--- src/hdl/icache_pkg.sv ---
// ======================================================================
// Instruction cache definitions
// Cache geometry and the packed types shared by the cache blocks
// ======================================================================
package icache_pkg;

  // ======================================================================
  // Geometry
  // ======================================================================

  // Address and word width
  localparam int XLEN          = 32;
  localparam int NUM_WAY       = 4;
  localparam int NUM_SET       = 16;
  // One line is 16 bytes
  localparam int BLK_BITS      = 128;
  localparam int WORDS_PER_BLK = BLK_BITS / XLEN;
  localparam int IDX_W         = $clog2(NUM_SET);
  localparam int BOFF_W        = $clog2(BLK_BITS / 8);
  localparam int TAG_W         = XLEN - IDX_W - BOFF_W;

  // ======================================================================
  // Processor side
  // ======================================================================

  // Word read request
  typedef struct packed {
    logic            valid;
    logic [XLEN-1:0] addr;
  } cpu_req_t;

  // Read response, held for a single cycle
  typedef struct packed {
    logic            valid;
    logic            miss;
    logic [XLEN-1:0] data;
  } cpu_rsp_t;

  // ======================================================================
  // APB requester, read only
  // ======================================================================
  typedef struct packed {
    logic            psel;
    logic            penable;
    logic [XLEN-1:0] paddr;
  } apb_req_t;

  typedef struct packed {
    logic            pready;
    logic [XLEN-1:0] prdata;
  } apb_rsp_t;

  // ======================================================================
  // Array entries
  // ======================================================================

  // Tag array entry with its valid bit on top
  typedef struct packed {
    logic             valid;
    logic [TAG_W-1:0] tag;
  } tag_entry_t;

  // A line as words, word 0 in the low bits
  typedef logic [WORDS_PER_BLK-1:0][XLEN-1:0] blk_t;

  // One bit per way
  typedef logic [NUM_WAY-1:0] way_vec_t;

  // Tree bits of one set, bit 0 is the root
  typedef logic [NUM_WAY-2:0] plru_node_t;

endpackage

--- src/hdl/line_fill.sv ---
// ======================================================================
// Line fill
// APB requester that reads one cache line as four word transfers
// and collects the words in a line buffer
// ======================================================================
module line_fill
  import icache_pkg::*;
(
  input  logic            clk_i,
  input  logic            rst_ni,
  input  logic            start_i,
  input  logic [XLEN-1:0] line_addr_i,
  output apb_req_t        apb_o,
  input  apb_rsp_t        apb_i,
  output logic            done_o,
  output blk_t            line_o
);

  typedef enum logic [1:0] {
    FS_IDLE,
    FS_SETUP,
    FS_ACCESS
  } fill_state_e;

  fill_state_e                        state_q;
  // Word being fetched, wraps to zero after the last one
  logic [$clog2(WORDS_PER_BLK)-1:0]   word_q;
  logic [XLEN-1:0]                    addr_q;
  blk_t                               line_q;
  logic                               last_word;
  logic                               beat_done;

  assign last_word = word_q == WORDS_PER_BLK - 1;
  // Access phase ends on pready
  assign beat_done = (state_q == FS_ACCESS) && apb_i.pready;
  assign done_o    = beat_done && last_word;

  // ======================================================================
  // APB phases
  // ======================================================================

  // Idle doubles as the gap between transfers, so psel drops each time
  always_ff @(posedge clk_i) begin
    if (!rst_ni) begin
      state_q <= FS_IDLE;
      word_q  <= '0;
    end else begin
      unique case (state_q)
        FS_IDLE: begin
          // A nonzero count means a fill is still running
          if (start_i || word_q != '0) begin
            state_q <= FS_SETUP;
          end
        end
        FS_SETUP: begin
          state_q <= FS_ACCESS;
        end
        FS_ACCESS: begin
          if (apb_i.pready) begin
            state_q <= FS_IDLE;
            word_q  <= word_q + 1'b1;
          end
        end
        default: begin
          state_q <= FS_IDLE;
        end
      endcase
    end
  end

  // Line base address and buffer
  always_ff @(posedge clk_i) begin
    if (state_q == FS_IDLE && start_i && word_q == '0) begin
      addr_q <= line_addr_i;
    end
    if (beat_done) begin
      line_q[word_q] <= apb_i.prdata;
    end
  end

  // Word address inside the line
  assign apb_o.psel    = state_q != FS_IDLE;
  assign apb_o.penable = state_q == FS_ACCESS;
  assign apb_o.paddr   = addr_q + XLEN'({word_q, 2'b00});

  // The last word goes straight out with the rest of the line
  always_comb begin
    line_o = line_q;
    if (done_o) begin
      line_o[WORDS_PER_BLK-1] = apb_i.prdata;
    end
  end

endmodule

--- config.mk ---
export PLATFORM = sky130hd
export DESIGN_NAME = line_fill
export DESIGN_NICKNAME = d
export VERILOG_FILES = /design/src/hdl/icache_pkg.sv /design/src/hdl/line_fill.sv
export SDC_FILE = /design/constraint.sdc
export NUM_CORES = 1
export LEC_CHECK = 0
export BUFFER_PORTS_ARGS = -buffer_cell sky130_fd_sc_hd__buf_4
export CORE_MARGIN = 2
export CORE_UTILIZATION = 45
export CTS_BUF_LIST = sky130_fd_sc_hd__clkbuf_8
export DETAILED_ROUTE_END_ITERATION = 8
export PLACE_DENSITY = 0.73
export SYNTH_ARGS = -nofsm -noshare
export SYNTH_HDL_FRONTEND = slang
export SYNTH_SLANG_ARGS = --single-unit
--- constraint.sdc ---
create_clock -name clk_i -period 2.38 [get_ports clk_i]
set_input_delay 0.238 -clock clk_i [delete_from_list [all_inputs] [get_ports clk_i]]
set_output_delay 0.238 -clock clk_i [all_outputs]
set_load 0.01 [all_outputs]
## Word level (Yosys, flattened, before mapping)

Index checks and enable logic that the tools add are counted.

| storage, ports and cells | value |
|---|---|
| output and inout bits | 163 |
| input port bits | 68 |
| register bits | 164 |
| word-level logic and storage cells | 35 |

| cells by class | value |
|---|---|
| equal/unequal tests | 5 |
| mux-type cells | 7 |
| $add $sub $neg | 2 |
| reduce and logical (&&, ||, !) cells | 12 |
| magnitude comparators | 2 |

Operators by type and width:

| operator | number |
|---|---|
| 128-bit bitwise mux | 1 |
| 32-bit demux with 2-bit select | 1 |
| 32-bit two-way mux | 2 |
| 32-bit by 4-bit adder with 32-bit output | 1 |
| 2-bit case mux with 3 select lines | 1 |
| 1-bit logical AND | 5 |
| 2-bit == test (second input constant) | 2 |
| 2-bit logical NOT | 2 |
| 2-bit two-way mux | 2 |
| 2-bit AND reduction | 2 |
| 2-bit nonzero test | 2 |
| 2-bit by 3-bit less-than comparator with 1-bit output (second input constant) | 1 |
| 2-bit by 1-bit adder with 2-bit output (second input constant) | 1 |
| 2-bit by 1-bit == test with 1-bit output (second input constant) | 1 |
| 2-bit by 1-bit greater-or-equal comparator with 1-bit output (second input constant) | 1 |
| 2-bit by 1-bit != test with 1-bit output (second input constant) | 1 |
| 2-bit != test (second input constant) | 1 |
| 1-bit logical OR | 1 |

## Logic depth before layout (Yosys ltp)

| depth | value |
|---|---|
| depth in word-level cells | 5 |
| gate-level depth with buffers | 7 |
| mapped depth without buffers | 6 |

## Worst setup path before layout

No wires, ideal clock.

| timing path | value |
|---|---|
| kind | register to output |
| start | register word_q[0] |
| end | output port apb_o[18] (netlist bit) |
| buffers on the path | 1 |
| data arrival time | 1.838 ns |
| slack | 0.304 ns |
| stages on the path, launching flop included | 8 |
| required time | 2.142 ns |
| cells stage by stage | dfxtp_1 ha_1 fa_1 and4_1 buf_6 or3b_4 nor3_2 xor2_1 |

RTL lines:

| what | RTL line | RTL |
|---|---|---|
| start, declared | line_fill.sv:27 | `logic [$clog2(WORDS_PER_BLK)-1:0] word_q;` |
| start signal, assigned | line_fill.sv:61 | `word_q <= word_q + 1'b1;` |
| end, declared | line_fill.sv:13 | `output apb_req_t apb_o,` |

==> impl_metrics.py <==
metrics = {
    "placement": {
        "gp_congestion": 0.7677,
        "dp_hpwl_um": 9502,
        "placed_area_um2": 8094,
        "numPortBuffers": 230,
        "post-place-ws_ps": 160.5,
    },
    "grt": {
        "grt_pass1_wl_um": 21220,
        "grt_use_total_pct": 17.62,
        "antenna_found_initial": 0,
        "grt_max_degree": 33,
        "grt_overflow": 0,
        "grt_pass1_vias": 3903,
    },
    "yosys": {
        "synth_fp_nets": 483,
        "synth_top_flop_cell": "edfxtp_1",
        "ys_types": 30,
        "synth-xor-area-share_pct": 3.739,
        "synth_edf_count": 160,
        "synth_cells": 408,
        "synth-simple-area-share_pct": 5.526,
        "ys_seq_elements": 164,
        "synthAdderAreaFrac_pct": 1.400,
        "synth_compound_area_share_pct": 0.3316,
        "synth_top_family_by_area": "buffers and inverters",
        "netlist_area_um2": 6793,
        "synth_async_sr_flop_share_pct": 0,
        "synthMuxAreaShare_pct": 5.305,
        "yosysSeqAreaShare_pct": 71.91,
        "yosys_warnings": 0,
        "avgSynthCellArea_um2": 16.65,
    },
    "floorplan": {
        "dieArea_um2": 16090,
        "fp-row-count": 44,
        "io_pins": 231,
        "die_h_um": 126.9,
        "die_w_um": 126.9,
        "start_util_pct": 46.39,
        "core_um2": 14640,
    },
    "sta": {
        "fmax_mhz": 400.4,
        "grt_setup_unrepaired": "yes",
        "setup_slack_ps": -117.4,
        "finalMaxSlewViolations": 0,
        "period_needed_ps": 2497,
        "timing.final.crit_share_pct": 104.9,
        "hold_viol": 0,
        "fin_skew_ps": 17.04,
        "worst_slew_pin_slew_ps": 477.6,
        "holdWs_ps": 60.29,
        "finalSetupViolCount": 12,
        "setup_tns_ps": -735.5,
        "relSlewSlack_pct": 68.16,
    },
    "setup_path": {
        "cp.required_ps": 2140,
        "endpoint_kind": "primary output",
        "critPathLaunchType": "flop",
        "cp.arrival_ps": 2260,
        "critical_path_class": "reg -> out",
        "cp_max_fo": 3,
    },
    "clock_network": {
        "clock_path_buffers": 2,
        "clkLatencyLatePin_ps": 440,
        "htree_levels": 4,
        "clk_pin_slew_worst_paths_ps": 100,
        "numClockSinks": 164,
        "cts-root-buf": "clkbuf_8",
        "cts_buffers": 17,
        "cts_tree": "yes",
    },
    "drt": {
        "drt_first_pass_iters": 4,
        "num_vias": 3839,
        "post_drt_wl_per_cell_um": 17.38,
        "wl_um": 14420,
        "via_per_inst": 4.625,
        "drtIter0Drc": 216,
        "antenna_left": 0,
        "remaining_drc_errors": 0,
    },
    "pwr": {
        "leakage_nw": 3.664,
        "power_density_nw_per_um2": 626.2,
        "ir_drop_mv": 0.3978,
    },
    "finish": {
        "diodes": 0,
        "fin_area_um2": 9285,
        "syn_to_final_growth_pct": 36.69,
        "final_util_pct": 63.41,
        "drive_above_1_share_pct": 51.08,
        "fin_nets": 709,
    },
    "status": {
        "status": "complete, but fails checks",
        "violations": "setup timing",
    },
    "hold_path": {
        "hold_class": "in -> reg",
    },
    "flow_run": {
        "max-cap-violations": 0,
    },
}
==> final timing paths <==
kind                                  from         end  slack [ps]  depth (start not counted)
worst max-delay path             addr_q[2]   apb_o[14]        -120                          7
worst min-delay path               start_i  state_q[0]          60                          3
worst max register to register   word_q[0]  line_o[67]         690                          5
worst min register to register  state_q[0]  state_q[0]         580                          3
==> cells in the final DEF, fill, tap and decap left out, drive strengths merged, types with 5 or more instances in the layout <==
master and n:
nor2b 5, nand3 13, edfxtp 160, dlygate4sd3 65, buf 248, nand4 9, nand2 8, nor2 6
and3 7, xnor2 24, ha 6, clkbuf 17, mux2 32, inv 10, xor2 5
==> layer usage <==
layer,track usage (%),vias up,wire (µm)
met3,6.790,12,1241
met5,0,-,0
met2,30.33,191,7278
met1,20.60,1798,5764
li1,-,1838,-
met4,5.171,0,137
==> through the flow <==
stage,instances,power (mW)
floorplan,408,3.483
global placement,727,3.696
detailed placement,727,3.708
CTS,827,5.859
global route,830,6.047
finish,830,5.814
==> where the power goes <==
group	total (mW)	switching, mW	internal [mW]
logic	0.458	0.194	0.264
clock network	2.06	1.02	1.05
registers	3.29	0.0504	3.24
total	5.81	1.26	4.55
==> worst max-delay path, cell delays in order (launching register included) <==
cell and delay (ps):
edfxtp_1 380, ha_4 160, fa_2 200, and4_4 240
or3b_4 420, buf_4 160, xnor2_2 110, buf_4 140
==> flip-flops by register name, indices dropped and copies added (netlist names) <==
signal and count:
line_o 96, addr_q 32, line_q 32, state_q 2
word_q 2
==> logic make-up after synthesis <==
group,Yosys count
xor gates and xnor gates,29
muxes,32
AOI/OAI and AO/OA,4
and+or+nand+nor,61
buffers and inverters,111
adders and majority gates,7
DFF,164
==> area by class of cell <==
type                    count  area (µm²)
multi-input cells         133        1180
fillers                  1048        5359
inverters                   5       18.77
repair buffers            313        2557
flip-flops and latches    164        4888
clock inverters            14       176.4
clock buffers              17       234.0
well taps                 184       230.2
==> synthesized netlist by cell type, types with 2 or more instances <==
cell type | instances | area [µm²]
ha_1 | 6 | 75.07
buf_2 | 3 | 15.01
xnor2_1 | 24 | 210.2
and3_1 | 7 | 43.79
xor2_1 | 5 | 43.79
a21oi_1 | 2 | 10.01
clkbuf_1 | 2 | 7.510
nand2_1 | 8 | 30.03
and2_1 | 4 | 25.02
nand4b_1 | 2 | 17.52
inv_1 | 5 | 18.77
nand4_1 | 8 | 50.05
and4_1 | 3 | 26.28
buf_4 | 99 | 743.2
edfxtp_1 | 160 | 4805
nor2_1 | 6 | 22.52
mux2_2 | 32 | 360.4
dfxtp_1 | 4 | 80.08
nand3_1 | 13 | 65.06
nor2b_1 | 5 | 31.28
==> what timing repair did <==
action                                  CTS  global route
buffers inserted                          4             3
endpoints found under the setup margin   13            21
hold buffers                             65             0
hold endpoints to repair                159             0
resized for setup                         7            10
pin swaps                                 1             5
(Power assumes the default switching activity.)
