`src/hdl/icache_pkg.sv`:
```
// ======================================================================
// Instruction cache definitions
// Cache geometry and the packed types shared by the cache blocks
// ======================================================================
package icache_pkg;

  // ======================================================================
  // Geometry
  // ======================================================================

  // Address and word width
  localparam int XLEN          = 32;
  localparam int NUM_WAY       = 4;
  localparam int NUM_SET       = 16;
  // One line is 16 bytes
  localparam int BLK_BITS      = 128;
  localparam int WORDS_PER_BLK = BLK_BITS / XLEN;
  localparam int IDX_W         = $clog2(NUM_SET);
  localparam int BOFF_W        = $clog2(BLK_BITS / 8);
  localparam int TAG_W         = XLEN - IDX_W - BOFF_W;

  // ======================================================================
  // Processor side
  // ======================================================================

  // Word read request
  typedef struct packed {
    logic            valid;
    logic [XLEN-1:0] addr;
  } cpu_req_t;

  // Read response, held for a single cycle
  typedef struct packed {
    logic            valid;
    logic            miss;
    logic [XLEN-1:0] data;
  } cpu_rsp_t;

  // ======================================================================
  // APB requester, read only
  // ======================================================================
  typedef struct packed {
    logic            psel;
    logic            penable;
    logic [XLEN-1:0] paddr;
  } apb_req_t;

  typedef struct packed {
    logic            pready;
    logic [XLEN-1:0] prdata;
  } apb_rsp_t;

  // ======================================================================
  // Array entries
  // ======================================================================

  // Tag array entry with its valid bit on top
  typedef struct packed {
    logic             valid;
    logic [TAG_W-1:0] tag;
  } tag_entry_t;

  // A line as words, word 0 in the low bits
  typedef logic [WORDS_PER_BLK-1:0][XLEN-1:0] blk_t;

  // One bit per way
  typedef logic [NUM_WAY-1:0] way_vec_t;

  // Tree bits of one set, bit 0 is the root
  typedef logic [NUM_WAY-2:0] plru_node_t;

endpackage

```
`src/hdl/plru_tree.sv`:
```
// ======================================================================
// Tree pseudo-LRU
// Per-set tree bits in registers, with update on touch and victim pick
// ======================================================================
module plru_tree
  import icache_pkg::*;
(
  input  logic             clk_i,
  input  logic             rst_ni,
  input  logic [IDX_W-1:0] idx_i,
  input  logic             touch_i,
  input  way_vec_t         touch_way_i,
  input  logic             clear_i,
  output way_vec_t         victim_o
);

  // Tree layout for four ways
  //   bit 0 : root, 0 points at ways 0/1, 1 points at ways 2/3
  //   bit 1 : left pair, 0 points at way 0, 1 at way 1
  //   bit 2 : right pair, 0 points at way 2, 1 at way 3

  plru_node_t node_q [NUM_SET];
  plru_node_t node_cur;
  plru_node_t node_upd;

  // Registers give the set state in the same cycle as the index
  assign node_cur = node_q[idx_i];

  // ======================================================================
  // Update on touch
  // ======================================================================

  // Every node on the path of the touched way turns to the other side
  always_comb begin
    node_upd = node_cur;
    if (touch_way_i[0] || touch_way_i[1]) begin
      node_upd[0] = 1'b1;
      // Way 0 touched so point at way 1, and the other way round
      node_upd[1] = touch_way_i[0];
    end else if (touch_way_i[2] || touch_way_i[3]) begin
      node_upd[0] = 1'b0;
      node_upd[2] = touch_way_i[2];
    end
  end

  // ======================================================================
  // Victim walk from the root
  // ======================================================================
  always_comb begin
    if (!node_cur[0]) begin
      victim_o = node_cur[1] ? way_vec_t'(2) : way_vec_t'(1);
    end else begin
      victim_o = node_cur[2] ? way_vec_t'(8) : way_vec_t'(4);
    end
  end

  // Clear wins over touch, the flush walk never touches
  always_ff @(posedge clk_i) begin
    if (!rst_ni) begin
      for (int s = 0; s < NUM_SET; s++) begin
        node_q[s] <= '0;
      end
    end else if (clear_i) begin
      node_q[idx_i] <= '0;
    end else if (touch_i) begin
      node_q[idx_i] <= node_upd;
    end
  end

endmodule

```
`config.mk`:
```
export PLATFORM = sky130hd
export DESIGN_NAME = plru_tree
export DESIGN_NICKNAME = d
export VERILOG_FILES = /design/src/hdl/icache_pkg.sv /design/src/hdl/plru_tree.sv
export SDC_FILE = /design/constraint.sdc
export NUM_CORES = 1
export LEC_CHECK = 0
export BUFFER_PORTS_ARGS = -buffer_cell sky130_fd_sc_hd__buf_4
export CAP_MARGIN = 20
export CELL_PAD_IN_SITES_DETAIL_PLACEMENT = 1
export CELL_PAD_IN_SITES_GLOBAL_PLACEMENT = 1
export CORE_MARGIN = 2
export CORE_UTILIZATION = 44
export CTS_CLUSTER_SIZE = 30
export DETAILED_ROUTE_END_ITERATION = 12
export PLACE_DENSITY = 0.85
export SYNTH_ARGS = -nofsm -noshare
export SYNTH_HDL_FRONTEND = slang
export SYNTH_SLANG_ARGS = --single-unit
```
`constraint.sdc`:
```
create_clock -name clk_i -period 1.71 [get_ports clk_i]
set_input_delay 0.2565 -clock clk_i [delete_from_list [all_inputs] [get_ports clk_i]]
set_output_delay 0.2565 -clock clk_i [all_outputs]
set_load 0.005 [all_outputs]
```
# == Word-level counts from Yosys, hierarchy flattened ==
# Memory sizes are Yosys's and may differ from the RTL's.
# Cells that the tools add are included.
# classes
n_addsub,0
n_mul,0
div_mod_pow,0
magnitude_cmp,0
eq_ne,0
shifts,0
mux,20
bitwise,1
reduce_logical,3
# ops
op,n
$mux 1,14
$mux 4,3
$mux 3,2
$reduce_or 3->1,1
$logic_or 1x1->1,2
$mux 2,1
$or 1x1->1,1
# totals
reg_bits,0
latch_bits,0
ramBits,48
rom_bits,0
input_bits,12
output_inout_bits,4
word_cells,25
n_memories,1
# memory_table
name,words,width,rd,rd_clocked_by_memory_dff,write_ports,line_no,source
node_q,16,3,1,0,16,plru_tree.sv:22,plru_node_t node_q [NUM_SET];

# == Logic depth before layout (Yosys ltp) ==
# logic_depth
ltp_word,7
depth_mapped,7
mapped_depth_nobuf,5

# == Least setup slack after synthesis ==
# Ideal clock, no wire load.
# synth_path
kind,input port to output port
from,input port idx_i[1]
to,output port victim_o[0]
t_arrival_ps,1370
required_ps,1454
setup_slack_ps,84
stages,7
n_path_buf,2
cell_sequence,buf_6 > buf_12 > mux2i_1 > a22o_1 > a221oi_4 > nor2_1 > a21o_1
# synth_between
elab_chain_len,3
# synth_rtl
element,line_no,source
start: declaration,plru_tree.sv:10,"input logic [IDX_W-1:0] idx_i,"
$mem_v2 16x3 *,-,
$mux 2,plru_tree.sv:51,victim_o = node_cur[1] ? way_vec_t'(2) : way_vec_t'(1);
$mux 4 *,plru_tree.sv:50,if (!node_cur[0]) begin
end: declaration,plru_tree.sv:14,output way_vec_t victim_o
# Every way passes the cells marked *; elsewhere a longest branch is shown, timed or not.

# == Worst setup path after layout ==
# layout_path
from,memory node_q[10][0] in the netlist's numbering
to,output port victim_o[1]
# layout_between
elab_chain_len,2
# layout_rtl
element,line_no
start: declaration,plru_tree.sv:22
$mem_v2 16x3,-
$mux 4,plru_tree.sv:50
# No other way between the ends.

==> insert_results.sql <==
INSERT INTO impl_metrics (metric_group, metric, value, unit) VALUES
('yosys', 'adder_cell_share_of_the_synthesized_area', '0', '%'),
('detailed_routing', 'route.antenna.remaining_nets', '0', ''),
('yosys', 'ys_seq_elements', '48', ''),
('detailed_routing', 'routed_wire_length_per_instance', '23.6', 'µm'),
('yosys', 'synth.mux.area_fraction', '8.48', '%'),
('critical_path', 'cp.required', '1.45', 'ns'),
('power', 'cellInternalPower', '1.85', 'mW'),
('power', 'fraction_of_power_consumed_by_combinational_cells', '20.9', '%'),
('cells_and_area', 'final_util', '60.4', '%'),
('die', 'die-width', '80.8', 'µm'),
('power', 'p_seq_share', '52.9', '%'),
('die', 'floorplan.core_area', '5610', 'µm²'),
('power', 'leakage', '1.31', 'nW'),
('power', 'power_per_cell_area', '753', 'nW/µm²'),
('clocking', 'clock_tree_from_tritoncts', 'yes', ''),
('status', 'violated_checks', 'setup timing', ''),
('power', 'total_power', '2.55', 'mW'),
('die', 'dieHeight', '80.8', 'µm'),
('critical_path', 'crit_path_start_kind', 'flip-flop', ''),
('status', 'outcome', 'finished, violations left', ''),
('clocking', 'cts-buffers-inserted', '5', ''),
('timing', 'setup_ws', '-0.278', 'ns'),
('timing', 'worstMarginPinSlew', '0.398', 'ns'),
('place', 'gp_routability_congestion', '0.892', ''),
('cells_and_area', 'antennaDiodeCount', '0', ''),
('die', 'floorplan.initialDensity', '46.3', '%'),
('yosys', 'synthesis.nets', '237', ''),
('yosys', 'syn-cell-area', '2600', 'µm²'),
('critical_path', 'cp_slowest_stage_delay', '0.37', 'ns'),
('place', 'detailedPlacementHpwl', '5.46', 'mm'),
('flow_run', 'timing.max_cap.violations', '0', ''),
('cells_and_area', 'final_common_cell', 'buf_4', ''),
('yosys', 'synthDistinctLibCells', '35', ''),
('timing', 'setup_viol', '36', ''),
('timing', 'slew_viol_final', '0', ''),
('power', 'vdd_ir_drop_max', '0.359', 'mV'),
('timing', 'fin_crit', '1.99', 'ns'),
('clocking', 'cts_max_path_buffers', '2', ''),
('timing', 'clock.fmax', '0.503', 'GHz'),
('critical_path', 'rrSetupSlack', '-0.12', 'ns'),
('clocking', 'ctsHoldBuffers', '0', ''),
('power', 'sw_frac_of_total', '27.6', '%'),
('cells_and_area', 'regMostFlops', 'node_q', ''),
('timing', 'number_of_hold_violations_in_the_final_report', '0', ''),
('die', 'design.portCount', '16', ''),
('critical_path', 'capturing_point_of_the_worst_reg2reg_path', 'node_q[12][0]', ''),
('hold_path', 'hold_path_class', 'in -> reg', ''),
('critical_path', 'timing.setup.critical_path_class', 'reg -> out', ''),
('yosys', 'yosys.area.top_type', 'edfxtp_1', ''),
('hold_path', 'hold-path-endpoint', 'node_q[0][1]', ''),
('clocking', 'cts_num_sinks', '48', ''),
('detailed_routing', 'route.vias.total', '2118', ''),
('yosys', 'post_synth_xor_area_fraction', '0', '%'),
('global_route', 'grt_antenna_before_repair', '0', ''),
('clocking', 'clock_tree.root_cell', 'clkbuf_8', ''),
('timing', 'grt_setup_unrepaired', 'true', ''),
('timing', 'worst_slew_margin', '73.4', '%'),
('power', 'power.clock.fraction', '26.2', '%'),
('cells_and_area', 'top_regs', 'node_q (48)', ''),
('cells_and_area', 'num-fill-cells', '598', ''),
('timing', 'worst_clock_skew', '0.00778', 'ns'),
('critical_path', 'worst_r2r_path_depth', '7', ''),
('critical_path', 'cp_max_fo', '5', ''),
('global_route', 'via_count_of_the_first_global_routing_pass', '2158', ''),
('clocking', 'ctsHtreeMaxLevel', '2', ''),
('timing', 'fin_worst_hold_slack', '0.370', 'ns'),
('yosys', 'ys.warnings.count', '0', ''),
('detailed_routing', 'detailedRoute.firstIterationViolations', '211', ''),
('clocking', 'clk_pin_slew', '0.09', 'ns'),
('detailed_routing', 'drt_pre_antenna_iters', '4', ''),
('cells_and_area', 'number_of_flip_flops_under_the_largest_register_name', '48', '');
-- stage by stage --
step / setup TNS (ns) / instance area [µm²] / instances
final: -2.97 / 3390 / 362
after global placement: -8.17 / 3060 / 348
after floorplan: 0 / 2600 / 225
after global routing: -4.86 / 3390 / 362
after CTS: -1.13 / 3180 / 357
after detailed placement: -11.32 / 3060 / 348
-- layout make-up --
class / count / area, µm² / share of cell area (%)
inverter: 2 / 7.51 / 0.222
timing repair buffer: 66 / 534 / 15.8
clock inverter: 1 / 5.00 / 0.148
multi-input combinational: 167 / 1240 / 36.5
tap: 72 / 90.1 / 2.66
sequential: 48 / 1440 / 42.6
clock buffer: 6 / 72.6 / 2.14
-- synth_stat cells --
cell type  count
clkbuf_1       1
o21a_1         1
a22o_1         6
buf_12         1
a21boi_2       1
o21ai_0       18
edfxtp_1      48
nor2b_4        1
nand2b_1       5
nand2_1       22
a21o_1         1
a311oi_4       1
a22oi_2        1
buf_6          2
nand3b_1       4
a32oi_4        1
nor3_1         3
nor2b_1        3
nor2_2         1
a31oi_4        1
a211oi_1       2
nor2_1        58
and2_1         1
a221oi_2       1
o21ai_1        1
nand3_1        2
a211oi_2       2
a221oi_4       3
buf_2          4
a21oi_1        1
nor3b_1        2
inv_1          2
or2_2          1
mux2i_1       22
a21oi_2        1
-- how the worst max path moves through the flow --
stage / start / to / slack (ns) / depth (start not counted)
6_report: node_q[10][0] / victim_o[1] / -0.28 / 6
3_5_place_dp: idx_i[1] / node_q[15][1] / -0.30 / 6
2_1_floorplan: idx_i[1] / victim_o[0] / 0.08 / 7
3_3_place_gp: idx_i[1] / victim_o[0] / -0.22 / 7
4_1_cts: node_q[8][0] / victim_o[0] / -0.20 / 6
5_1_grt: node_q[8][0] / victim_o[1] / -0.33 / 6
-- power groups by stage --
stage	sequential (mW)	clock [mW]	combinational [mW]
2_1_floorplan	1.37	0	0.240
4_1_cts	1.35	0.639	0.448
6_report	1.35	0.670	0.532
3_3_place_gp	1.37	0	0.409
3_5_place_dp	1.37	0	0.429
5_1_grt	1.35	0.711	0.560
-- timing repair --
action | CTS | global route
setup buffers | 2 | 5
resized for setup | 7 | 38
pin swaps | 9 | 14
setup endpoints to repair | 12 | 44
-- worst max-delay path: cells and delay by family, from the launching register on --
kind,cells,cell delay [ns]
compound gates,3,0.47
flops,1,0.37
mux,1,0.29
simple gates,1,0.16
buf+inv,1,0.13
-- metal layers --
metal,GRT usage (%),part of all wire (%)
met5,0,0
met4,9.83,1.9
met1,29.9,43
met3,4.11,6.4
met2,42.4,49
-- cell families after synthesis --
logic type	after synthesis
buffers and inverters	10
flip-flops	48
AND/OR/NAND/NOR	103
AO/OA/AOI/OAI	42
multiplexers	22
Power figures use the tool's default switching activity.
