### src/hdl/icache_pkg.sv
// ======================================================================
// Instruction cache definitions
// Cache geometry and the packed types shared by the cache blocks
// ======================================================================
package icache_pkg;

  // ======================================================================
  // Geometry
  // ======================================================================

  // Address and word width
  localparam int XLEN          = 32;
  localparam int NUM_WAY       = 4;
  localparam int NUM_SET       = 16;
  // One line is 16 bytes
  localparam int BLK_BITS      = 128;
  localparam int WORDS_PER_BLK = BLK_BITS / XLEN;
  localparam int IDX_W         = $clog2(NUM_SET);
  localparam int BOFF_W        = $clog2(BLK_BITS / 8);
  localparam int TAG_W         = XLEN - IDX_W - BOFF_W;

  // ======================================================================
  // Processor side
  // ======================================================================

  // Word read request
  typedef struct packed {
    logic            valid;
    logic [XLEN-1:0] addr;
  } cpu_req_t;

  // Read response, held for a single cycle
  typedef struct packed {
    logic            valid;
    logic            miss;
    logic [XLEN-1:0] data;
  } cpu_rsp_t;

  // ======================================================================
  // APB requester, read only
  // ======================================================================
  typedef struct packed {
    logic            psel;
    logic            penable;
    logic [XLEN-1:0] paddr;
  } apb_req_t;

  typedef struct packed {
    logic            pready;
    logic [XLEN-1:0] prdata;
  } apb_rsp_t;

  // ======================================================================
  // Array entries
  // ======================================================================

  // Tag array entry with its valid bit on top
  typedef struct packed {
    logic             valid;
    logic [TAG_W-1:0] tag;
  } tag_entry_t;

  // A line as words, word 0 in the low bits
  typedef logic [WORDS_PER_BLK-1:0][XLEN-1:0] blk_t;

  // One bit per way
  typedef logic [NUM_WAY-1:0] way_vec_t;

  // Tree bits of one set, bit 0 is the root
  typedef logic [NUM_WAY-2:0] plru_node_t;

endpackage

### src/hdl/way_ram.sv
// ======================================================================
// Way RAM
// Single-port synchronous array of one cache way, one entry per set
// ======================================================================
module way_ram
  import icache_pkg::*;
#(
  parameter type entry_t = logic
) (
  input  logic             clk_i,
  input  logic [IDX_W-1:0] idx_i,
  input  logic             we_i,
  input  entry_t           wdata_i,
  output entry_t           rdata_o
);

  // Storage, one entry per set
  entry_t mem [NUM_SET];

  // Registered read, a write shows up on the read port at once
  always_ff @(posedge clk_i) begin
    if (we_i) begin
      mem[idx_i] <= wdata_i;
      rdata_o    <= wdata_i;
    end else begin
      rdata_o <= mem[idx_i];
    end
  end

endmodule

### config.mk
export PLATFORM = sky130hd
export DESIGN_NAME = way_ram
export DESIGN_NICKNAME = d
export VERILOG_FILES = /design/src/hdl/icache_pkg.sv /design/src/hdl/way_ram.sv
export SDC_FILE = /design/constraint.sdc
export NUM_CORES = 1
export LEC_CHECK = 0
export ABC_AREA = 1
export BUFFER_PORTS_ARGS = -buffer_cell sky130_fd_sc_hd__buf_2
export CORE_MARGIN = 3
export CORE_UTILIZATION = 64
export CTS_BUF_LIST = sky130_fd_sc_hd__clkbuf_2 sky130_fd_sc_hd__clkbuf_4 sky130_fd_sc_hd__clkbuf_8
export DETAILED_ROUTE_END_ITERATION = 16
export PLACE_DENSITY = 0.93
export SLEW_MARGIN = 30
export SYNTH_ARGS = -nofsm -noshare
export SYNTH_HDL_FRONTEND = slang
export SYNTH_SLANG_ARGS = --single-unit
### constraint.sdc
create_clock -name clk_i -period 2.5 [get_ports clk_i]
set_clock_uncertainty 0.05 [all_clocks]
set_input_delay 0.5 -clock clk_i [delete_from_list [all_inputs] [get_ports clk_i]]
set_output_delay 0.5 -clock clk_i [all_outputs]
set_load 0.1 [all_outputs]
-- After elaboration in Yosys (flattened, before gate mapping)
Memories as Yosys holds them, arrays and structs flattened. A register that Yosys moved wholly into a read port is not among the register bits.
Cells that the tools add are included.
Widths: inputs -> output; s select.
- input bits: 7
- RAM bits: 16
- word-level logic and storage cells: 3
- memories: 1
- register bits after elaboration: 0
- memory list (memory ; depth ; bits a word ; rd ports ; clocked after Yosys merged registers in ; wr ports ; RTL line ; text):
    mem ; 16 ; 1 ; 1 ; 1 ; 1 ; way_ram.sv:18 ; entry_t mem [NUM_SET];
- multiplexer cells: 2
- operators by type and width (operator ; number):
    $mux 1 ; 2

-- Logic depth before layout (Yosys ltp)
Gate-level depths: netlist of the first run.
- depth after elaboration: 2
- depth in mapped cells: 8

-- Least setup slack after synthesis of the first run
OpenSTA, ideal clock, no wires.
- kind: register to output
- from: register (tool-made name)
- to: output rdata_o
- arrival time: 1372 ps
- path slack: 578 ps
- stages on the path, launching flop included: 9
- buffers on the path: 1
- cell sequence: dfxtp_1 > buf_6 > inv_8 > nand2_1 > nand2_1 > nand2_1 > nand3_1 > nand3_1 > nand2_1
- RTL lines (what ; RTL line ; text):
    end: declaration ; way_ram.sv:14 ; output entry_t rdata_o

==> metrics.cfg, run 1 <==
[synth]
synth_commonest_cells = 24 x nand2_1, 19 x inv_1, 16 x edfxtp_1, 14 x nand3_1
synthArstFlopShare_pct = 0
yosysSeqAreaShare_pct = 61.79
syn_area_sq_um = 907.1
ys.warnings.count = 0
ys_top_cells_by_area = edfxtp_1 53%, nand2_1 9.9%, dfxtp_1 8.8%, inv_1 7.9%, nand3_1 7.7%
syn_nets = 106
synth_area_per_cell_sq_um = 9.163
synthFlopType = edfxtp_1
synth_largest_area_cell = edfxtp_1
netlist_instances = 99
synth_edf_count = 16
synth_cell_type_count = 11
synth-seq-cells = 20
synth_most_common_cell = nand2_1
synth_top_area_share_pct = 52.97

[cells_and_area]
fillers = 76
nNetsFinal = 117
area_delta_synth_final_pct = 7.034
ff_latch_area_sq_um = 560.5
drive_gt1_share_pct = 13.89
diodes = 0
multi_input_area_sq_um = 249.0

[detailed_routing]
vias_per_cell = 5.352
wl_um = 1447
dr.pass1.iters = 4
vias = 653
wl_per_cell_um = 11.86
post-route-drc-count = 0
drtIter0Drc = 21
drtAntennaViolNets = 0

[timing]
worst_slack_ns = 0.2588
finalSetupTns_ns = 0
fin_crit_sh_pct = 89.65
slew_headroom_pct = 68.09
worst_pin_slew_ns = 0.4819
holdWs_ns = 0.3001
setup_viol = 0
slew_viol_final = 0
finalHoldViolCount = 0
fmax_mhz = 446.2
rsz0062_at_grt = false
finalCriticalPeriod_ns = 2.241

[clocking]
cts_hold_buf = 0
cts_setup_buffers = 0
h-tree-depth = 1
cts_buffer_depth = 2
root_buffer = clkbuf_4
cts_tree = done
cts_buffers = 3
clkSinkCount = 20
clk_pin_slew_ns = 0.09
cts_resized = 0

[floorplanning]
start_util_pct = 74.59
ioPinCount = 8
dieArea_sq_mm = 0.001905
core_sq_mm = 0.001216
rows = 12
die_h_um = 43.65
die_width_um = 43.65

[global_route]
grt_use_met2_pct = 28.49
gr-total-overflow = 0
use_met3_pct = 2.490
grt_pass1_vias = 561
busiest_layer = met2
use_met1_pct = 21.94
antenna_found_initial = 0
grt_start_max_net_pins = 17
grt_pass1_wl_um = 2387
grt_util_all_layers_pct = 17.28

[pwr]
p_seq_share_pct = 65.3
p_int_w = 0.0004397
pwr-share-clk_pct = 24.1
p_leak_nw = 0.4393
p_per_area_mw_per_mm2 = 589.9
swShare_pct = 23.24
netSwitchingPower_w = 0.0001331
comb_power_share_pct = 10.6
worst_ir_drop_vdd_mv = 0.5744

[worst_setup_path]
path_cells = inv_8 > nand2_1 > nand3_1 > nand3_1 > nand3_1 > nand2_1 > buf_2
crit_type = flop to primary output
worst_ep_required_time_ns = 1.95
worst_path_max_delay_cell = dfxtp_1
endpoint_kind = primary output
crit_arrival_ns = 1.69
cp-start-kind = flop
crit_end = rdata_o
slowest_delay_ns = 0.57
crit_fanout = 9
crit_top_cell = nand3_1

[flow_run]
cap_violations = 0

[placement]
gp_congestion = 0.8763
dpl.hpwl_um = 1133
dp_worst_setup_slack_ns = 0.5790
port_buffers = 7

[hold_path]
hold_path_class = input port to flop

[status]
status = completed

-- layout make-up --
| class | count | area share, % |
|---|---|---|
| Clock buffer | 3 | 2.320 |
| Inverter | 21 | 8.892 |
| Multi-Input combinational cell | 57 | 25.64 |
| Sequential cell | 20 | 57.73 |
| Tap cell | 14 | 1.804 |
| Timing Repair Buffer | 7 | 3.608 |
-- cells by family (layout without fill, tap and decap cells) --
kind of cell           Yosys count  count (layout)  synth area share [%]
buffers and inverters           22              31                 10.76
DFF                             20              20                 61.79
and+or+nand+nor                 57              57                 27.45
-- power groups by stage --
stage / Combinational, W / Clock (W) / Sequential (W)
6_report: 0.0000607 / 0.000138 / 0.000374
5_1_grt: 0.0000674 / 0.000153 / 0.000375
4_1_cts: 0.0000603 / 0.000140 / 0.000374
3_5_place_dp: 0.0000601 / 0 / 0.000382
3_3_place_gp: 0.0000581 / 0 / 0.000381
2_1_floorplan: 0.0000466 / 0 / 0.000378
-- stage by stage --
| stage | power (W) | instance area, sq um | cells | utilization (%) |
|---|---|---|---|---|
| floorplan | 0.0004246 | 907.1 | 99 | - |
| global placement | 0.0004392 | 948.4 | 119 | 77.98 |
| detailed placement | 0.0004418 | 948.4 | 119 | 77.98 |
| CTS | 0.0005743 | 970.9 | 122 | 79.84 |
| global route | 0.0005954 | 970.9 | 122 | 79.84 |
| finish | 0.0005728 | 970.9 | 122 | 79.84 |
-- cells in the final DEF (no fill, tap or decap) --
| master | n |
|---|---|
| nor2_1 | 8 |
| nand2_2 | 3 |
| nand3_1 | 14 |
| clkbuf_4 | 3 |
| nor3_1 | 8 |
| inv_1 | 19 |
| dfxtp_1 | 4 |
| nand2_1 | 24 |
| edfxtp_1 | 16 |
| inv_2 | 1 |
| buf_2 | 7 |
| inv_8 | 1 |
-- worst max-delay path: cells and delay by family (launching register included) --
kind	cells	cell delay [ns]
buffers and inverters	2	0.48
DFF	1	0.57
and+or+nand+nor	5	0.34
-- worst min path at each step --
| stage | to | cells past startpoint | start |
|---|---|---|---|
| floorplan | flop | 0 | idx_i[0] |
| global placement | flop | 1 | idx_i[3] |
| detailed placement | flop | 1 | idx_i[3] |
| CTS | flop | 1 | idx_i[3] |
| global route | flop | 1 | idx_i[3] |
| finish | flop | 1 | idx_i[0] |
-- layer usage --
layer / part of all wire, % / routed length (um) / vias up
met1: 44 / 642 / 294
met2: 49 / 712 / 23
met3: 5.4 / 78 / 2
met4: 0.97 / 14 / 0
met5: 0 / 0 / -
li1: - / - / 334
Power figures use the tool's default switching activity.
==> inputs of run 2 (changes only) <==
--- a/config.mk
+++ b/config.mk
@@ -8,10 +8,9 @@
 export ABC_AREA = 1
 export BUFFER_PORTS_ARGS = -buffer_cell sky130_fd_sc_hd__buf_2
 export CORE_MARGIN = 3
-export CORE_UTILIZATION = 64
-export CTS_BUF_LIST = sky130_fd_sc_hd__clkbuf_2 sky130_fd_sc_hd__clkbuf_4 sky130_fd_sc_hd__clkbuf_8
+export CORE_UTILIZATION = 60
 export DETAILED_ROUTE_END_ITERATION = 16
-export PLACE_DENSITY = 0.93
+export PLACE_DENSITY = 0.88
 export SLEW_MARGIN = 30
 export SYNTH_ARGS = -nofsm -noshare
 export SYNTH_HDL_FRONTEND = slang
==> run 2 against run 1 <==
Flip-flop and latch count unchanged. Sequential power about the same. Via count down 1.2%. Largest power group unchanged. Utilization down 8.4 points. Clock power up 7%. Combinational power down 0.8%. Non-clock buffer count unchanged. Critical path depth unchanged. Sequential share of layout area down 0.30 points. Cell count up 1.6%. Highest routed layer unchanged. Wire length down 4.1%. Worst hold slack worse by 0.0041 ns.
==> metrics.cfg, run 2 (synthesized netlist as in run 1, its figures left out) <==
[worst_setup_path]
path_cells = inv_8 > nand2_2 > nand3_1 > nand3_1 > nand3_1 > nand2_1 > buf_2  ; was inv_8 > nand2_1 > nand3_1 > nand3_1 > nand3_1 > nand2_1 > buf_2
crit_type = flop to primary output  ; unchanged
crit_fanout = 9  ; unchanged
slowest_delay_ns = 0.57  ; about the same
crit_cells = 7  ; unchanged
crit_arrival_ns = 1.71  ; was 1.69 ns
endpoint_kind = primary output  ; unchanged
worst_ep_required_time_ns = 1.95  ; about the same
worst_path_max_delay_cell = dfxtp_1  ; unchanged
path_delay_family = flip-flops  ; unchanged
cp-start-kind = flop  ; unchanged
crit_top_cell = nand3_1  ; unchanged
cp_num_buf_inv = 2  ; unchanged

[cells_and_area]
diodes = 0  ; unchanged
drive_gt1_share_pct = 13.76  ; was 13.89%
final_common_cell = nand2_1  ; unchanged
nNetsFinal = 117  ; unchanged
area_delta_synth_final_pct = 7.586  ; was 7.034%
layout_common_cells = 24 x nand2_1, 19 x inv_1, 16 x edfxtp_1, 14 x nand3_1  ; unchanged

[pwr]
p_per_area_mw_per_mm2 = 596.6  ; was 589.9 mW/mm^2
p_total_w = 0.0005823  ; was 0.0005728 W
p_seq_share_pct = 64.2  ; was 65.3%
worst_ir_drop_vdd_mv = 0.5189  ; was 0.5744 mV
pwr-share-clk_pct = 25.4  ; was 24.1%
p_leak_nw = 0.4405  ; was 0.4393 nW
swShare_pct = 23.44  ; was 23.24%
comb_power_share_pct = 10.3  ; was 10.6%
netSwitchingPower_w = 0.0001365  ; was 0.0001331 W
p_int_w = 0.0004457  ; was 0.0004397 W

[detailed_routing]
vias = 645  ; was 653
wl_um = 1387  ; was 1447 um
wl_per_cell_um = 11.19  ; was 11.86 um
drtIter0Drc = 8  ; was 21
drtAntennaViolNets = 0  ; unchanged
vias_per_cell = 5.202  ; was 5.352
post-route-drc-count = 0  ; unchanged
dr.pass1.iters = 4  ; unchanged

[floorplanning]
start_util_pct = 66.39  ; was 74.59%
die_width_um = 44.88  ; was 43.65 um
core_sq_mm = 0.001366  ; was 0.001216 sq mm
rows = 13  ; was 12
die_h_um = 44.88  ; was 43.65 um
ioPinCount = 8  ; unchanged
dieArea_sq_mm = 0.002014  ; was 0.001905 sq mm

[clocking]
cts_setup_buffers = 0  ; unchanged
cts_tree = done  ; unchanged
h-tree-depth = 1  ; unchanged
cts_resized = 0  ; unchanged
clkSinkCount = 20  ; unchanged
cts_buffers = 3  ; unchanged
clk_pin_slew_ns = 0.10  ; was 0.09 ns
cts_hold_buf = 0  ; unchanged
cts_buffer_depth = 2  ; unchanged
root_buffer = clkbuf_4  ; unchanged

[placement]
port_buffers = 7  ; unchanged
gp_congestion = 0.8634  ; was 0.8763
dpl.hpwl_um = 1075  ; was 1133 um

[timing]
finalSetupTns_ns = 0  ; unchanged
fin_crit_sh_pct = 90.26  ; was 89.65%
slew_headroom_pct = 68.02  ; was 68.09%
fmax_mhz = 443.2  ; was 446.2 MHz
worst_pin_slew_ns = 0.4830  ; was 0.4819 ns
slew_viol_final = 0  ; unchanged
finalHoldViolCount = 0  ; unchanged
rsz0062_at_grt = false  ; unchanged
finalCriticalPeriod_ns = 2.257  ; was 2.241 ns
setup_viol = 0  ; unchanged

[global_route]
grt_util_all_layers_pct = 15.76  ; was 17.28%
gr-total-overflow = 0  ; unchanged
grt_start_max_net_pins = 17  ; unchanged
antenna_found_initial = 0  ; unchanged
grt_pass1_vias = 578  ; was 561
grt_pass1_wl_um = 2249  ; was 2387 um

[hold_path]
hold_path_class = input port to flop  ; unchanged
hold_path_depth = 1  ; unchanged

[status]
status = completed  ; unchanged

[flow_run]
cap_violations = 0  ; unchanged

[run 2: area by class of cell]
| class | count | area (sq um) |
|---|---|---|
| Inverter | 21 | 86.33 |
| Fill cell | 101 | 390.4 |
| Clock buffer | 4 | 26.28 |
| Multi-Input combinational cell | 57 | 249.0 |
| Timing Repair Buffer | 7 | 35.03 |
| Sequential cell | 20 | 560.5 |
| Tap cell | 15 | 18.77 |
[run 2: power groups by stage]
stage	Combinational (W)	Clock (W)	Sequential (W)
after floorplan	0.0000466	0	0.000378
after global placement	0.0000587	0	0.000381
after detailed placement	0.0000602	0	0.000382
after CTS	0.0000603	0.000150	0.000374
after global routing	0.0000671	0.000162	0.000375
final	0.0000602	0.000148	0.000374
[run 2: final timing paths]
path	from	end	slack, ns
setup / recovery	flop	rdata_o	0.24
hold / removal	idx_i[3]	flop	0.30
[run 2: layer usage]
layer  part of all wire [%]  vias to the layer above  track usage (%)
met2                     50                       17            28.08
met1                     44                      291            18.18
met3                    4.7                        2            2.390
li1                       -                      335                -
met5                      0                        -                0
met4                    1.0                        0            8.187
[run 2: metrics by stage]
stage | hold slack [ns] | utilization (%) | setup slack (ns) | instance area [sq um] | std cells
floorplan | 0.4777 | - | 0.5785 | 907.1 | 99
global placement | 0.5901 | 69.51 | 0.5935 | 949.7 | 120
detailed placement | 0.5955 | 69.51 | 0.5659 | 949.7 | 120
CTS | 0.2925 | 71.43 | 0.2404 | 975.9 | 124
global route | 0.2836 | 71.43 | 0.1048 | 975.9 | 124
finish | 0.2960 | 71.43 | 0.2435 | 975.9 | 124
