File: src/hdl/icache_pkg.sv
// ======================================================================
// Instruction cache definitions
// Cache geometry and the packed types shared by the cache blocks
// ======================================================================
package icache_pkg;

  // ======================================================================
  // Geometry
  // ======================================================================

  // Address and word width
  localparam int XLEN          = 32;
  localparam int NUM_WAY       = 4;
  localparam int NUM_SET       = 16;
  // One line is 16 bytes
  localparam int BLK_BITS      = 128;
  localparam int WORDS_PER_BLK = BLK_BITS / XLEN;
  localparam int IDX_W         = $clog2(NUM_SET);
  localparam int BOFF_W        = $clog2(BLK_BITS / 8);
  localparam int TAG_W         = XLEN - IDX_W - BOFF_W;

  // ======================================================================
  // Processor side
  // ======================================================================

  // Word read request
  typedef struct packed {
    logic            valid;
    logic [XLEN-1:0] addr;
  } cpu_req_t;

  // Read response, held for a single cycle
  typedef struct packed {
    logic            valid;
    logic            miss;
    logic [XLEN-1:0] data;
  } cpu_rsp_t;

  // ======================================================================
  // APB requester, read only
  // ======================================================================
  typedef struct packed {
    logic            psel;
    logic            penable;
    logic [XLEN-1:0] paddr;
  } apb_req_t;

  typedef struct packed {
    logic            pready;
    logic [XLEN-1:0] prdata;
  } apb_rsp_t;

  // ======================================================================
  // Array entries
  // ======================================================================

  // Tag array entry with its valid bit on top
  typedef struct packed {
    logic             valid;
    logic [TAG_W-1:0] tag;
  } tag_entry_t;

  // A line as words, word 0 in the low bits
  typedef logic [WORDS_PER_BLK-1:0][XLEN-1:0] blk_t;

  // One bit per way
  typedef logic [NUM_WAY-1:0] way_vec_t;

  // Tree bits of one set, bit 0 is the root
  typedef logic [NUM_WAY-2:0] plru_node_t;

endpackage

File: src/hdl/lookup_ctrl.sv
// ======================================================================
// Lookup control
// Request register, tag compare and hit/miss response, refill
// sequencing and the flush walk over all sets
// ======================================================================
module lookup_ctrl
  import icache_pkg::*;
(
  input  logic                     clk_i,
  input  logic                     rst_ni,
  input  logic                     flush_i,
  input  cpu_req_t                 cpu_req_i,
  output logic                     ready_o,
  output cpu_rsp_t                 cpu_rsp_o,
  output logic       [IDX_W-1:0]   ram_idx_o,
  output way_vec_t                 tag_we_o,
  output way_vec_t                 data_we_o,
  output tag_entry_t               tag_wdata_o,
  input  tag_entry_t [NUM_WAY-1:0] tag_rdata_i,
  input  blk_t       [NUM_WAY-1:0] data_rdata_i,
  input  way_vec_t                 victim_i,
  output logic                     plru_touch_o,
  output way_vec_t                 plru_way_o,
  output logic                     plru_clear_o,
  output logic                     fill_start_o,
  output logic       [XLEN-1:0]    fill_addr_o,
  input  logic                     fill_done_i,
  input  blk_t                     fill_line_i
);

  typedef enum logic [1:0] {
    ST_FLUSH,
    ST_RUN,
    ST_FILL
  } state_e;

  state_e           state_q;
  state_e           state_d;
  cpu_req_t         req_q;
  logic [IDX_W-1:0] flush_idx_q;
  // Flush seen during a refill, served when the refill ends
  logic             flush_pend_q;
  logic [IDX_W-1:0] req_idx;
  logic [TAG_W-1:0] req_tag;
  logic [1:0]       word_sel;
  way_vec_t         hit_vec;
  logic             hit;
  blk_t             hit_line;
  logic             lookup_miss;
  logic             fill_end;
  logic             flush_last;

  // Fields of the request in lookup
  assign req_idx  = req_q.addr[BOFF_W +: IDX_W];
  assign req_tag  = req_q.addr[XLEN-1 -: TAG_W];
  assign word_sel = req_q.addr[BOFF_W-1:2];

  // ======================================================================
  // Tag compare
  // ======================================================================
  always_comb begin
    hit_line = '0;
    for (int w = 0; w < NUM_WAY; w++) begin
      hit_vec[w] = tag_rdata_i[w].valid && (tag_rdata_i[w].tag == req_tag);
      // At most one way matches
      if (hit_vec[w]) begin
        hit_line = hit_line | data_rdata_i[w];
      end
    end
  end

  assign hit         = |hit_vec;
  assign lookup_miss = (state_q == ST_RUN) && req_q.valid && !hit;
  assign fill_end    = (state_q == ST_FILL) && fill_done_i;
  assign flush_last  = flush_idx_q == IDX_W'(NUM_SET - 1);

  // Open for a new request unless a miss or a flush takes over
  assign ready_o = (state_q == ST_RUN) && !lookup_miss && !flush_i;

  // ======================================================================
  // Control FSM
  // ======================================================================
  always_comb begin
    state_d = state_q;
    unique case (state_q)
      ST_FLUSH: begin
        if (flush_last) begin
          state_d = ST_RUN;
        end
      end
      ST_RUN: begin
        if (lookup_miss) begin
          state_d = ST_FILL;
        end else if (flush_i) begin
          state_d = ST_FLUSH;
        end
      end
      ST_FILL: begin
        if (fill_done_i) begin
          state_d = (flush_pend_q || flush_i) ? ST_FLUSH : ST_RUN;
        end
      end
      default: begin
        state_d = ST_FLUSH;
      end
    endcase
  end

  // Reset starts with the flush walk at set 0
  always_ff @(posedge clk_i) begin
    if (!rst_ni) begin
      state_q      <= ST_FLUSH;
      flush_idx_q  <= '0;
      flush_pend_q <= 1'b0;
      req_q.valid  <= 1'b0;
    end else begin
      state_q <= state_d;
      if (state_q == ST_FLUSH) begin
        flush_idx_q <= flush_last ? '0 : flush_idx_q + 1'b1;
      end
      if (state_d == ST_FLUSH) begin
        flush_pend_q <= 1'b0;
      end else if (flush_i && state_d == ST_FILL) begin
        flush_pend_q <= 1'b1;
      end
      // Missed request stays put until its line is in
      if (ready_o) begin
        req_q <= cpu_req_i;
      end else if (state_d != ST_FILL) begin
        req_q.valid <= 1'b0;
      end
    end
  end

  // ======================================================================
  // Array and PLRU control
  // ======================================================================

  // Incoming address by default so a hit can be followed at once
  always_comb begin
    if (state_q == ST_FLUSH) begin
      ram_idx_o = flush_idx_q;
    end else if (state_q == ST_FILL || lookup_miss) begin
      ram_idx_o = req_idx;
    end else begin
      ram_idx_o = cpu_req_i.addr[BOFF_W +: IDX_W];
    end
  end

  // Flush writes invalid tags to all ways, refill writes the victim
  assign tag_we_o    = (state_q == ST_FLUSH) ? '1 : (fill_end ? victim_i : '0);
  assign data_we_o   = fill_end ? victim_i : '0;
  assign tag_wdata_o = (state_q == ST_FLUSH) ? '0 : {1'b1, req_tag};

  // Replacement order follows the refills
  assign plru_touch_o = fill_end;
  assign plru_way_o   = victim_i;
  assign plru_clear_o = state_q == ST_FLUSH;

  // One start pulse per miss, line aligned
  assign fill_start_o = lookup_miss;
  assign fill_addr_o  = {req_q.addr[XLEN-1:BOFF_W], {BOFF_W{1'b0}}};

  // ======================================================================
  // Response
  // ======================================================================
  always_comb begin
    cpu_rsp_o.valid = ((state_q == ST_RUN) && req_q.valid && hit) || fill_end;
    cpu_rsp_o.miss  = state_q == ST_FILL;
    // Missed word comes from the line buffer
    if (state_q == ST_FILL) begin
      cpu_rsp_o.data = fill_line_i[word_sel];
    end else begin
      cpu_rsp_o.data = hit_line[word_sel];
    end
  end

endmodule

File: config.mk
export PLATFORM = sky130hd
export DESIGN_NAME = lookup_ctrl
export DESIGN_NICKNAME = d
export VERILOG_FILES = /design/src/hdl/icache_pkg.sv /design/src/hdl/lookup_ctrl.sv
export SDC_FILE = /design/constraint.sdc
export NUM_CORES = 1
export LEC_CHECK = 0
export BUFFER_PORTS_ARGS = -buffer_cell sky130_fd_sc_hd__buf_4
export CAP_MARGIN = 30
export CORE_AREA = 3 3 346 348
export CTS_BUF_LIST = sky130_fd_sc_hd__clkbuf_4 sky130_fd_sc_hd__clkbuf_8 sky130_fd_sc_hd__clkbuf_16
export DETAILED_ROUTE_END_ITERATION = 10
export DIE_AREA = 0 0 349 351
export GPL_ROUTABILITY_DRIVEN = 0
export PLACE_DENSITY = 0.3
export SETUP_SLACK_MARGIN = 0.3
export SLEW_MARGIN = 20
export SYNTH_ARGS = -nofsm -noshare
export SYNTH_HDL_FRONTEND = slang
export SYNTH_SLANG_ARGS = --single-unit
File: constraint.sdc
create_clock -name clk_i -period 4.4 [get_ports clk_i]
set_clock_uncertainty 0.2 [all_clocks]
set_input_delay 0.88 -clock clk_i [delete_from_list [all_inputs] [get_ports clk_i]]
set_output_delay 0.88 -clock clk_i [all_outputs]
set_load 0.02 [all_outputs]
# Word level (Yosys, flattened, before mapping)
# Index checks and enable logic that the tools add are counted.
# op_classes
add_sub_neg,1
order_cmp,1
eq_ne,9
mux,23
bitwise_logic,4
n_reduce_logical,23
# ops
cell,count
2-to-1 mux 128 bit,4
bitwise OR 128 bit,3
binary-select mux 32 bit (select 2 bit),2
== test 24 bit,4
2-to-1 mux 32 bit,3
2-to-1 mux 25 bit,1
2-to-1 mux 4 bit,5
logical AND 1 bit,11
2-to-1 mux 2 bit,4
case mux 2 bit (3 select lines),1
"adder 4 x 1 -> 4 bit, second input constant",1
"== test 2 bit, second input constant",2
"== test 4 bit, second input constant",1
zero test 2 bit,2
OR reduction 4 bit,1
zero test 1 bit,3
logical OR 1 bit,3
"< comparator 2 x 3 -> 1 bit, second input constant",1
2-to-1 mux 1 bit,3
"== test 2 x 1 -> 1 bit, second input constant",1
"inequality test 2 bit, second input constant",1
AND reduction 2 bit,1
nonzero test 2 bit,1
OR reduction 2 bit,1
NOT 1 bit,1
# word_totals
regBits,40
in_bits,781
word_cells,66

# Logic depth before layout (Yosys ltp)
# logic_depth
depth_word,12
ltp_mapped,12
mapped_depth_nobuf,7

# Least setup slack after synthesis
# No wires, ideal clock.
# synth_path
path_kind,input port to output port
from,input port tag_rdata_i[89] in the netlist's numbering
to,output port ram_idx_o[0]
t_arrival_ns,2.825
t_required_ns,3.320
setup_slack_ns,0.495
path_stages,8
cell_sequence,xor2_1 nor4_1 and3_4 buf_6 a22o_4 nor4_4 mux2i_1 a21oi_1
# synth_between
elab_chain_cells,8
# synth_rtl
item,line_no,rtl
"start, declared",lookup_ctrl.sv:19,"input tag_entry_t [NUM_WAY-1:0] tag_rdata_i,"
== test 24 bit,lookup_ctrl.sv:64,hit_vec[w] = tag_rdata_i[w].valid && (tag_rdata_i[w].tag == req_tag);
logical AND 1 bit,lookup_ctrl.sv:64,
OR reduction 4 bit,lookup_ctrl.sv:72,assign hit = |hit_vec;
zero test 1 bit,lookup_ctrl.sv:73,assign lookup_miss = (state_q == ST_RUN) && req_q.valid && !hit;
logical AND 1 bit,lookup_ctrl.sv:73,
named net fill_start_o,lookup_ctrl.sv:25,"output logic fill_start_o,"
logical OR 1 bit,lookup_ctrl.sv:143,end else if (state_q == ST_FILL || lookup_miss) begin
2-to-1 mux 4 bit,lookup_ctrl.sv:143,
2-to-1 mux 4 bit,lookup_ctrl.sv:141,if (state_q == ST_FLUSH) begin
"end, declared",lookup_ctrl.sv:15,"output logic [IDX_W-1:0] ram_idx_o,"
# The timed path passes the listed nets, and every way through them passes these cells.

==> impl_metrics.ini <==
[status]
status = finished clean

[cts]
cts_tree = done
clock_latency_ps = 280
clockRootBuffer = clkbuf_16
clkTransAtPathRegs_ps = 60
cts.sinks = 38
cts_hold_buf = 0
htreeDepth = 2
clock_path_buffers = 2
numCtsBuffers = 5

[run]
drv_cap = 0

[floorplan]
placementRows = 125
dieHeight_um = 351
dieArea_um2 = 122000
pin_count = 892
die_w_um = 349
core_region_area_um2 = 117000
initial_core_util_pct = 7.68

[timing]
rsz0062_at_grt = true
whs_ps = 277
fin_ws_ps = 73.9
fin_crit_ps = 4330
finalSetupViolations = 0
period_share_pct = 98.3
drv_slew = 0
max_freq_mhz = 231
slew_headroom_pct = 29.7
final-hold-violation-count = 0
worst_pin_slew_ps = 1050

[synth]
synthCells = 1069
avgSynthCellArea_um2 = 8.37
synthesis.area_um2 = 8940
async_flop_share_pct = 0
yosys_warnings = 0
ys_seq_area_share_pct = 11.9
yosysUniqueCellTypes = 65
synth-main-ff-cell = edfxtp_1
synth-edff-count = 30
ys_ff_latch = 38

[setup_path]
critical_path.cell_chain = buf_8 -> xnor2_4 -> buf_6 -> nand4_1 -> nor4_4 -> buf_4 -> and2_4 -> buf_12 -> buf_16 -> buf_12 -> buf_16 -> a222oi_1 -> a31o_1 -> o211ai_2 -> buf_6
cp_max_fo = 7
cp.required_ps = 3320
endpoint_kind = output port
crit_type = in -> out
startpoint_type = input pin
crit_slowest_cell = a222oi_1
cp.arrival_ps = 3250
max_stage_delay_ps = 440
reg2reg_slack_ps = 790

[route]
wl_um = 101000
drtIter0Drc = 1128
antenna_left = 0
routedWlPerCell_um = 28.4
vias = 13900
drtPass1Iterations = 9
route.detailed.drc = 0
via_per_inst = 3.91

[placement]
place_ws_ps = -265
dp_hpwl_um = 84000
portBuffers = 885

[finish]
areaGrowthSynthToFinish_pct = 130
drive_gt1_share_pct = 63.8
fin_nets = 2805

[power]
clkPwrFrac_pct = 23.8
pwr-share-comb_pct = 50.5
seq_power_share_pct = 25.7
sw_frac_of_total_pct = 25.8
p_int_w = 0.00113
vdd_drop_max_uv = 182
powerDensity_nw_per_um2 = 74.4
leakage_nw = 9.29
p_sw_w = 0.000394

[grt]
grt_antenna_before_repair = 25
grt_pass1_vias = 14400
grt_max_degree = 50
grt_pass1_wl_um = 128000
grt_usage_pct = 15.2
grt_overflow = 0

[worst_hold_path]
min_path_type = reg -> reg
-- power groups by stage --
stage / Clock, W / Sequential, W / Combinational (W)
finish: 0.000363 / 0.000393 / 0.000772
global route: 0.000392 / 0.000393 / 0.000812
CTS: 0.000381 / 0.000392 / 0.000753
detailed placement: 0 / 0.000400 / 0.000724
global placement: 0 / 0.000400 / 0.000720
floorplan: 0 / 0.000399 / 0.000113
-- routing by layer --
| metal | global-route usage, % | wire, um |
|---|---|---|
| met5 | 0 | 56 |
| met4 | 2.93 | 2110 |
| met3 | 2.60 | 6480 |
| met2 | 26.7 | 49300 |
| met1 | 19.5 | 43200 |
-- path summary, 6_finish.rpt --
kind	depth (start not counted)	end	start
worst max-delay path	15	cpu_rsp_o[23]	tag_rdata_i[48]
worst min-delay path	2	flush_pend_q$_SDFFE_PP0P_	flush_pend_q$_SDFFE_PP0P_
worst max register to register	17	fill_addr_o[12]$_DFFE_PP_	fill_addr_o[29]$_DFFE_PP_
worst min register to register	2	flush_pend_q$_SDFFE_PP0P_	flush_pend_q$_SDFFE_PP0P_
-- kinds of logic (layout without fill, tap and decap cells) --
group	Yosys count	count (layout)	share of synthesized area [%]
flip-flops	38	38	11.9
AND/OR/NAND/NOR	418	418	28.5
AO/OA/AOI/OAI	301	301	27.4
adder cells (fa/ha/maj)	1	1	0.140
XOR/XNOR	97	97	9.92
other	1	17	0.0419
multiplexers	36	36	9.30
buffers and inverters	177	1129	12.8
-- synthesized netlist by cell type (24+ instances only) --
| library cell | count | area, um^2 |
|---|---|---|
| a211o_1 | 46 | 403 |
| a21o_1 | 29 | 218 |
| a21oi_1 | 39 | 195 |
| a222oi_1 | 65 | 651 |
| a31oi_1 | 54 | 338 |
| and2_1 | 38 | 238 |
| and4_1 | 52 | 455 |
| buf_2 | 24 | 120 |
| buf_4 | 56 | 420 |
| clkbuf_1 | 63 | 236 |
| edfxtp_1 | 30 | 901 |
| nand2_1 | 79 | 297 |
| nand3_1 | 104 | 521 |
| nand4_1 | 62 | 388 |
| o211a_1 | 26 | 260 |
| xnor2_1 | 81 | 709 |
-- what timing repair did --
| action | in CTS | in global routing |
|---|---|---|
| pin swaps | 72 | 54 |
| endpoints found under the setup margin | 37 | 37 |
| buffers inserted | 70 | 16 |
| gates resized for setup | 138 | 80 |
| gates cloned | 9 | 2 |
| endpoints found under the hold margin | 0 | 0 |
-- stage by stage --
step	cells	util [%]	instance area [um^2]	TNS [ps]	power, W
6_report	3561	17.6	20500	0	0.00153
5_1_grt	3552	17.6	20500	-53.9	0.00160
4_1_cts	3530	17.1	19900	0	0.00153
3_5_place_dp	3443	15.5	18000	-2260	0.00112
3_3_place_gp	3443	15.5	18000	-1920	0.00112
2_1_floorplan	1072	-	8960	0	0.000512
-- state kept, by name (all words and copies together), names as in the netlist --
name          flops
state_q           2
fill_addr_o      28
flush_idx_q       4
req_q             3
flush_pend_q      1
-- critical path, delay by kind of cell --
kind	cells	cell delay (ps)
AOI/OAI and AO/OA	3	780
xor gates and xnor gates	1	140
buffers and inverters	8	1100
and+or+nand+nor	3	290
-- final cells by class --
cell class	instances	area, um^2
diodes	13	32.5
clock buffers	5	125
clock inverters	3	16.3
fillers	13100	96000
inverters	4	15.0
repair buffers	1117	9820
flip-flops and latches	38	1060
multi-input cells	857	7570
well taps	1524	1910
-- cells in the final DEF (no fill, tap or decap), drive strengths merged, types with 6 or more instances in the layout --
master	n
a21oi	39
buf	1114
nand4	63
mux4	32
o211a	26
diode	13
xor2	11
o211ai	10
nor2b	8
nand3	105
nand2	79
clkbuf	7
a211o	52
nor2	6
nor3	7
a21o	31
and4	52
dfxtp	8
nor4	11
xnor2	86
and2	59
a222oi	65
a31oi	54
edfxtp	30
a221o	6
and3	17
(Power assumes the default switching activity.)
